[src/verilog/msk_settings.svh]
`ifndef MSK_SETTINGS_SVH
`define MSK_SETTINGS_SVH

//////////////////////////////
// Input FIFO
//////////////////////////////

// Nibbles held before writes are dropped
`define IN_FIFO_DEPTH 8

//////////////////////////////
// Modulator
//////////////////////////////

// Output samples per transmitted bit
`define SAMPLES_PER_BIT 4

// Phase index width, 16 steps per carrier cycle
`define PHASE_BITS 4

`endif

[src/verilog/mskPkg.sv]
`include "msk_settings.svh"

package mskPkg;

	// Host write word, sent LSB first
	typedef logic [3:0] nibbleT;

	// Offset-binary sine sample, mid scale near 8
	typedef logic [3:0] sampleT;

	// Phase accumulator index
	typedef logic [`PHASE_BITS-1:0] phaseT;

	// FIFO fill count, 0 up to full depth
	typedef logic [3:0] levelT;

	// Observation group select
	typedef logic [1:0] obsSelT;

	// Modulator FSM
	typedef enum logic {
		modIdle,
		modRun
	} modStateT;

endpackage

[src/verilog/inFifo.sv]
`timescale 1ns/100ps
`include "msk_settings.svh"

module inFifo
	import mskPkg::*;
(
	input  logic   inClock,
	input  logic   rstN,
	input  logic   writeEnable,
	input  nibbleT writeData,
	input  logic   readBit,
	output logic   dataBit,
	output logic   empty,
	output logic   full,
	output levelT  level
);

	//////////////////////////////
	// Sizes
	//////////////////////////////

	localparam int Depth = `IN_FIFO_DEPTH;
	localparam int PtrW = $clog2(Depth);
	// Bit pointer walks one nibble
	localparam int BitW = $clog2($bits(nibbleT));
	localparam logic [BitW-1:0] LastBit = BitW'($bits(nibbleT) - 1);

	//////////////////////////////
	// Storage and pointers
	//////////////////////////////

	nibbleT mem [Depth];

	logic [PtrW-1:0] wrPtr;
	logic [PtrW-1:0] rdPtr;
	// Next bit of the head nibble
	logic [BitW-1:0] bitPtr;

	logic pushEn;
	logic bitEn;
	logic popEn;

	// Circular increment, depth need not be a power of two
	function automatic logic [PtrW-1:0] nextPtr(input logic [PtrW-1:0] ptr);
		if (ptr == PtrW'(Depth - 1)) begin
			return '0;
		end
		return ptr + 1'b1;
	endfunction

	// Writes while full are lost
	assign pushEn = writeEnable && !full;

	// Bit consumed this edge
	assign bitEn = readBit && !empty;

	// Head nibble leaves after its last bit
	assign popEn = bitEn && (bitPtr == LastBit);

	// Status flags straight from the count
	assign empty = (level == '0);
	assign full = (level == levelT'(Depth));

	// Head nibble, LSB first
	assign dataBit = mem[rdPtr][bitPtr];

	// Data array
	always_ff @(posedge inClock) begin
		if (pushEn) begin
			mem[wrPtr] <= writeData;
		end
	end

	// Pointers and fill count
	always_ff @(posedge inClock) begin
		if (!rstN) begin
			wrPtr <= '0;
			rdPtr <= '0;
			bitPtr <= '0;
			level <= '0;
		end else begin
			if (pushEn) begin
				wrPtr <= nextPtr(wrPtr);
			end
			// Wraps back to bit 0 on pop
			if (bitEn) begin
				bitPtr <= bitPtr + 1'b1;
			end
			if (popEn) begin
				rdPtr <= nextPtr(rdPtr);
			end
			// Push and pop together leave the count as is
			case ({pushEn, popEn})
				2'b10: begin
					level <= level + 1'b1;
				end
				2'b01: begin
					level <= level - 1'b1;
				end
				default: begin
					level <= level;
				end
			endcase
		end
	end

endmodule

[src/verilog/mskModulator.sv]
`timescale 1ns/100ps
`include "msk_settings.svh"

module mskModulator
	import mskPkg::*;
(
	input  logic   inClock,
	input  logic   rstN,
	input  logic   modBit,
	input  logic   modEmpty,
	output logic   readBit,
	output sampleT sinI,
	output sampleT sinQ,
	output logic   sampleValid,
	output phaseT  phase
);

	//////////////////////////////
	// Constants
	//////////////////////////////

	localparam int CntW = $clog2(`SAMPLES_PER_BIT);
	localparam logic [CntW-1:0] LastSample = CntW'(`SAMPLES_PER_BIT - 1);

	// Quarter carrier cycle, Q leads I by this much
	localparam phaseT QuarterStep = phaseT'(2 ** (`PHASE_BITS - 2));

	// round(7.5 + 7.5*sin(2*pi*k/16))
	localparam sampleT SineTable [2 ** `PHASE_BITS] = '{
		4'd8,  4'd10, 4'd13, 4'd14,
		4'd15, 4'd14, 4'd13, 4'd10,
		4'd8,  4'd5,  4'd2,  4'd1,
		4'd0,  4'd1,  4'd2,  4'd5
	};

	//////////////////////////////
	// State
	//////////////////////////////

	modStateT state;

	// Sample slot inside the current bit
	logic [CntW-1:0] sampleCnt;

	// Bit being sent, picks step direction
	logic curBit;

	logic lastSample;
	phaseT phaseQ;

	// Final slot of a bit
	assign lastSample = (state == modRun) && (sampleCnt == LastSample);

	// Fetch from idle, or back to back at the end of a bit
	assign readBit = !modEmpty && ((state == modIdle) || lastSample);

	// Every run cycle carries one sample
	assign sampleValid = (state == modRun);

	//////////////////////////////
	// Sine lookup
	//////////////////////////////

	// Wraps mod 16
	assign phaseQ = phaseT'(phase + QuarterStep);

	assign sinI = SineTable[phase];
	assign sinQ = SineTable[phaseQ];

	// Bit latch, loaded with each fetch
	always_ff @(posedge inClock) begin
		if (readBit) begin
			curBit <= modBit;
		end
	end

	// FSM, slot counter and phase accumulator
	always_ff @(posedge inClock) begin
		if (!rstN) begin
			state <= modIdle;
			sampleCnt <= '0;
			phase <= '0;
		end else begin
			// One step per sample, quarter cycle per bit
			if (state == modRun) begin
				if (curBit) begin
					phase <= phase + 1'b1;
				end else begin
					phase <= phase - 1'b1;
				end
				sampleCnt <= sampleCnt + 1'b1;
			end

			if (readBit) begin
				// New bit starts at slot 0
				state <= modRun;
				sampleCnt <= '0;
			end else if (lastSample) begin
				// Underflow, phase stays where it ended
				state <= modIdle;
				sampleCnt <= '0;
			end
		end
	end

endmodule

[src/verilog/mskTop.sv]
`timescale 1ns/100ps

module mskTop
	import mskPkg::*;
(
	input  logic   inClock,
	input  logic   rstN,
	input  logic   writeEnable,
	input  nibbleT writeData,
	input  logic   bypassEn,
	input  logic   bypassBit,
	input  obsSelT obsSel,
	output sampleT sinI,
	output sampleT sinQ,
	output logic   sampleValid,
	output logic   full,
	output sampleT obsData,
	output logic   obsFlag
);

	//////////////////////////////
	// Internal wires
	//////////////////////////////

	// FIFO side
	logic  dataBit;
	logic  empty;
	levelT level;
	logic  fifoRead;

	// Modulator side
	logic  modBit;
	logic  modEmpty;
	logic  readBit;
	phaseT phase;

	// Bit source
	inFifo u_inFifo (
		.inClock     (inClock),
		.rstN        (rstN),
		.writeEnable (writeEnable),
		.writeData   (writeData),
		.readBit     (fifoRead),
		.dataBit     (dataBit),
		.empty       (empty),
		.full        (full),
		.level       (level)
	);

	// Bypass and observation
	testMux u_testMux (
		.bypassEn  (bypassEn),
		.bypassBit (bypassBit),
		.obsSel    (obsSel),
		.dataBit   (dataBit),
		.empty     (empty),
		.full      (full),
		.level     (level),
		.readBit   (readBit),
		.sinI      (sinI),
		.sinQ      (sinQ),
		.phase     (phase),
		.modBit    (modBit),
		.modEmpty  (modEmpty),
		.fifoRead  (fifoRead),
		.obsData   (obsData),
		.obsFlag   (obsFlag)
	);

	// Sample generator
	mskModulator u_mskModulator (
		.inClock     (inClock),
		.rstN        (rstN),
		.modBit      (modBit),
		.modEmpty    (modEmpty),
		.readBit     (readBit),
		.sinI        (sinI),
		.sinQ        (sinQ),
		.sampleValid (sampleValid),
		.phase       (phase)
	);

endmodule

[src/verilog/testMux.sv]
`timescale 1ns/100ps

module testMux
	import mskPkg::*;
(
	input  logic   bypassEn,
	input  logic   bypassBit,
	input  obsSelT obsSel,
	input  logic   dataBit,
	input  logic   empty,
	input  logic   full,
	input  levelT  level,
	input  logic   readBit,
	input  sampleT sinI,
	input  sampleT sinQ,
	input  phaseT  phase,
	output logic   modBit,
	output logic   modEmpty,
	output logic   fifoRead,
	output sampleT obsData,
	output logic   obsFlag
);

	//////////////////////////////
	// Bypass
	//////////////////////////////

	// Pin source never runs dry
	always_comb begin
		modBit = bypassEn ? bypassBit : dataBit;
		modEmpty = bypassEn ? 1'b0 : empty;
		// FIFO frozen in bypass
		fifoRead = readBit && !bypassEn;
	end

	//////////////////////////////
	// Observation
	//////////////////////////////

	// One data group plus one flag per select
	always_comb begin
		case (obsSel)
			2'd0: begin
				obsData = sinI;
				obsFlag = readBit;
			end
			2'd1: begin
				obsData = sinQ;
				obsFlag = empty;
			end
			2'd2: begin
				// Fill count
				obsData = sampleT'(level);
				obsFlag = full;
			end
			default: begin
				// Phase and FIFO head bit
				obsData = sampleT'(phase);
				obsFlag = dataBit;
			end
		endcase
	end

endmodule
[config.mk]
export PLATFORM = sky130hd
export DESIGN_NAME = mskTop
export DESIGN_NICKNAME = d
export VERILOG_FILES = /design/src/verilog/mskPkg.sv /design/src/verilog/inFifo.sv /design/src/verilog/mskModulator.sv /design/src/verilog/mskTop.sv /design/src/verilog/testMux.sv
export VERILOG_INCLUDE_DIRS = /design/src /design/src/verilog
export SDC_FILE = /design/constraint.sdc
export NUM_CORES = 1
export LEC_CHECK = 0
export ABC_AREA = 0
export ABC_CLOCK_PERIOD_IN_PS = 4300
export BUFFER_PORTS_ARGS = -buffer_cell sky130_fd_sc_hd__buf_2
export CORE_MARGIN = 10
export CORE_UTILIZATION = 63
export CTS_CLUSTER_SIZE = 28
export DETAILED_ROUTE_END_ITERATION = 8
export GPL_ROUTABILITY_DRIVEN = 0
export PLACE_DENSITY = 0.84
export SLEW_MARGIN = 20
export SYNTH_ARGS = -nofsm -noshare
export SYNTH_HDL_FRONTEND = slang
export SYNTH_HIERARCHICAL = 1
export SYNTH_SLANG_ARGS = --single-unit
[constraint.sdc]
create_clock -name inClock -period 4.3 [get_ports inClock]
set_input_delay 0 -clock inClock [delete_from_list [all_inputs] [get_ports inClock]]
set_output_delay 0 -clock inClock [all_outputs]
set_load 0.05 [all_outputs]
==> summary.md <==
| Metric | Value |
|---|---|
| Clock transition at path regs | `0.09 ns` |
| Cells after Synth | `approximately 240` |
| Cell Pwr Density | `392 mW/mm²` |
| Int Power | `just under 800 µW` |
| YS warnings | `6` |
| CTS tree | `done` |
| Total congestion overflow | `0` |
| Largest net degree at the start of global routing | `21` |
| Num Clock Sinks | `between 50 and 60` |
| Vias | `~1,900` |
| Switching Fraction | `roughly 34%` |
| Dpl hpwl | `3860 µm` |
| Layout cells sized above 1 | `approximately 17%` |
| Startpoint types | `flip-flop` |
| CORE AREA | `between 0.004 and 0.005 mm²` |
| Clock group share of total power | `23.1%` |
| Final Hold Fails | `0` |
| Postcts setup bufs | `0` |
| Critical Setup Path Class | `reg2reg` |
| Fraction of registers with async set/reset | `0%` |
| Critical path peak fanout | `7` |
| Layout Nets | `slightly below 300` |
| Fill count | `318` |
| Finish-stage setup viols | `0` |
| Number of flops mapped to enable cells by yosys | `33` |
| Io pins | `26` |
| Drt wl/cell | `~17 µm` |
| Worst slew margin | `between 30% and 40%` |
| Max Slew Vio Count | `0` |
| H-tree Lvls | `2` |
| CP Capture Type | `flip-flop` |
| Post-route setup TNS | `0 ns` |
| Hold Crit Class | `in2reg` |
| Arrival @ worst endpoint | `approximately 3.2 ns` |
| Area Overhead vs Synth | `8.09%` |
| Initial antenna violation count | `0` |
| Cell leakage power | `~1.2 nW` |
| Seq/Total Area, Yosys | `slightly above 50%` |
| Die ar. | `about 0.0076 mm²` |
| Top_reg_cell synth | `edfxtp_1` |
| Min Tclk post-route | `just under 3 ns` |
| Peak VDD IR | `about 0.29 mV` |
| Clock Root Buffer | `clkbuf_8` |
| Max-Cap Viols | `0` |
| 1st-iter DRT viols | `between 100 and 150` |
| Initial Util | `approximately two thirds` |
| Syn_area_per_cell | `between 10 and 15 µm²` |
| PortBufs | `25` |
| Combinational power share | `between 20% and 30%` |
| Final WS setup | `1.32 ns` |
| Ant. Diodes | `0` |
| Synthesized Nets | `between 200 and 300` |
| Clock tree buffer depth | `2` |
| Antenna-violating nets left | `0` |
| Mapped Area | `roughly 0.0028 mm²` |
| TritonCTS buffer count | `5` |
| Required time worst endpoint | `between 4 and 5 ns` |
| Worst slew pin tran | `a little over 0.9 ns` |
| Vias in the first global route | `around 1,800` |
| Final period util | `roughly 69%` |
| Yosys reg bits | `55` |
| Initial DRT Pass Iterations | `5` |
| Status | `finished, final reports clean` |
| Minimum setup slack after placement | `approximately 1.4 ns` |
| DRC | `0` |
| Die Y | `roughly 87 µm` |
| DR vias/cell | `5.83` |
| Drt total wl | `5460 µm` |
| Synth unique cells | `48` |
| Global-route wire length before repair | `~9000 µm` |
| Rows | `24` |
| Clk Latency, worst-skew pair | `roughly 0.31 ns` |
| NetSw | `~400 µW` |
| Setup clock skew after layout | `slightly below 0.008 ns` |
| GRT Util Overall | `between 10% and 20%` |
| Reg power frac | `51.4%` |
| RSZ-0062 raised after global routing | `false` |
| Die Wd | `just under 90 µm` |
| Fmax | `about 340 MHz` |
| Final Power | `1.20 mW` |
==> placed cells by master, fill, tap and decap left out, drive strengths merged, types with 3 or more instances in the layout <==
cell type    count
mux2i           21
inv              3
edfxtp          33
a22oi            4
dfxtp           22
nand2b           9
nand2           28
a21boi           6
ha              11
nand3            5
o21ai            5
nand3b           3
clkbuf           6
nor3             8
mux4             5
nor2             7
dlygate4sd3      4
a21oi           11
buf             25
and2             7
nor2b           11
xnor2            4
xor2             4
==> state kept, by name, summed over array words and instances, names as in the netlist, 2 cells and up, named ones only <==
name,count
u_inFifo/bitPtr,2
u_inFifo/level,4
u_inFifo/mem,32
u_inFifo/rdPtr,3
u_inFifo/wrPtr,3
u_mskModulator/phase,4
u_mskModulator/sampleCnt,2
==> power groups by stage <==
stage / clock network [mW] / registers (mW) / logic [mW]
2_1_floorplan: 0 / 0.607 / 0.261
3_3_place_gp: 0 / 0.628 / 0.297
3_5_place_dp: 0 / 0.630 / 0.303
4_1_cts: 0.282 / 0.617 / 0.307
5_1_grt: 0.303 / 0.624 / 0.328
6_report: 0.278 / 0.618 / 0.305
==> timing repair <==
| action | 4_1_cts | 5_1_grt |
|---|---|---|
| hold buffers | 4 | 0 |
| endpoints found under the hold margin | 25 | 0 |
| gates resized for setup | 0 | 0 |
==> per-stage QoR <==
stage          hold slack (ns)  std cells  area, µm²  utilization [%]
2_1_floorplan           0.0989        243       2830                -
3_3_place_gp             0.292        309       2940             67.4
3_5_place_dp             0.298        309       2940             67.4
5_1_grt                 0.0134        321       3060             70.3
4_1_cts                0.00932        321       3060             70.3
6_report                0.0110        321       3060             70.3
==> cells by family (layout without fill, tap and decap cells) <==
logic type | count (synthesis) | in the layout | synth area share, %
buf+inv | 14 | 40 | 3.45
simple gates | 89 | 89 | 17.2
flops | 55 | 55 | 50.6
mux | 28 | 28 | 12.2
xor+xnor | 8 | 8 | 2.47
compound gates | 37 | 37 | 8.53
fa+ha+maj | 12 | 12 | 5.57
==> Yosys cell counts (3+ instances only) <==
cell / instances / share of area [%]
ha_1: 11 / 4.9
mux2i_1: 21 / 7.4
a21boi_1: 3 / 0.80
mux4_2: 5 / 4.0
a21oi_1: 10 / 1.8
a22oi_1: 4 / 1.1
o21ai_0: 4 / 0.71
a21boi_0: 3 / 0.80
nand2b_1: 9 / 2.0
nor2_1: 7 / 0.93
nand3_1: 5 / 0.88
dfxtp_1: 22 / 16
edfxtp_1: 33 / 35
buf_2: 5 / 0.88
xor2_1: 4 / 1.2
and2_1: 7 / 1.5
xnor2_1: 4 / 1.2
nor2b_1: 11 / 2.4
nor3_1: 7 / 1.2
buf_6: 3 / 1.2
nand2_1: 26 / 3.4
==> worst max-delay path, cell delays in order (launching register included) <==
cell	delay, ns
dfxtp_1	0.39
nor4_2	0.40
nor2b_1	0.29
nor2b_1	0.11
nor2b_1	0.16
nand3b_2	0.17
inv_2	0.07
ha_1	0.25
xor2_1	0.19
ha_1	0.20
a21oi_1	0.14
xor2_1	0.09
or3_1	0.31
a21boi_1	0.14
==> layer usage <==
metal	track usage [%]	up-vias	routed length, µm
li1	-	937	-
met1	19.2	889	2470
met2	24.9	38	2690
met3	4.03	6	235
met4	4.57	0	65
met5	0	-	0
==> final timing paths <==
kind / slack [ns] / cells past startpoint / end / start
hold / removal: 0.01 / 1 / u_inFifo/mem[7][2] / writeData[2]
setup reg to reg: 1.32 / 13 / u_inFifo/level[2] / u_inFifo/level[0]
hold reg to reg: 0.53 / 2 / u_inFifo/rdPtr[2] / u_inFifo/rdPtr[2]
setup / recovery: 1.32 / 13 / u_inFifo/level[2] / u_inFifo/level[0]
==> layout make-up <==
cell class	instances	area, µm²	area share, %
sequential	55	1430	46.8
multi-input combinational	174	1300	42.6
timing repair buffer	29	165	5.40
clock buffer	6	72.6	2.37
tap	52	65.1	2.13
clock inverter	2	12.5	0.409
inverter	3	11.3	0.368
No activity file was read; power rests on OpenSTA's default activity.
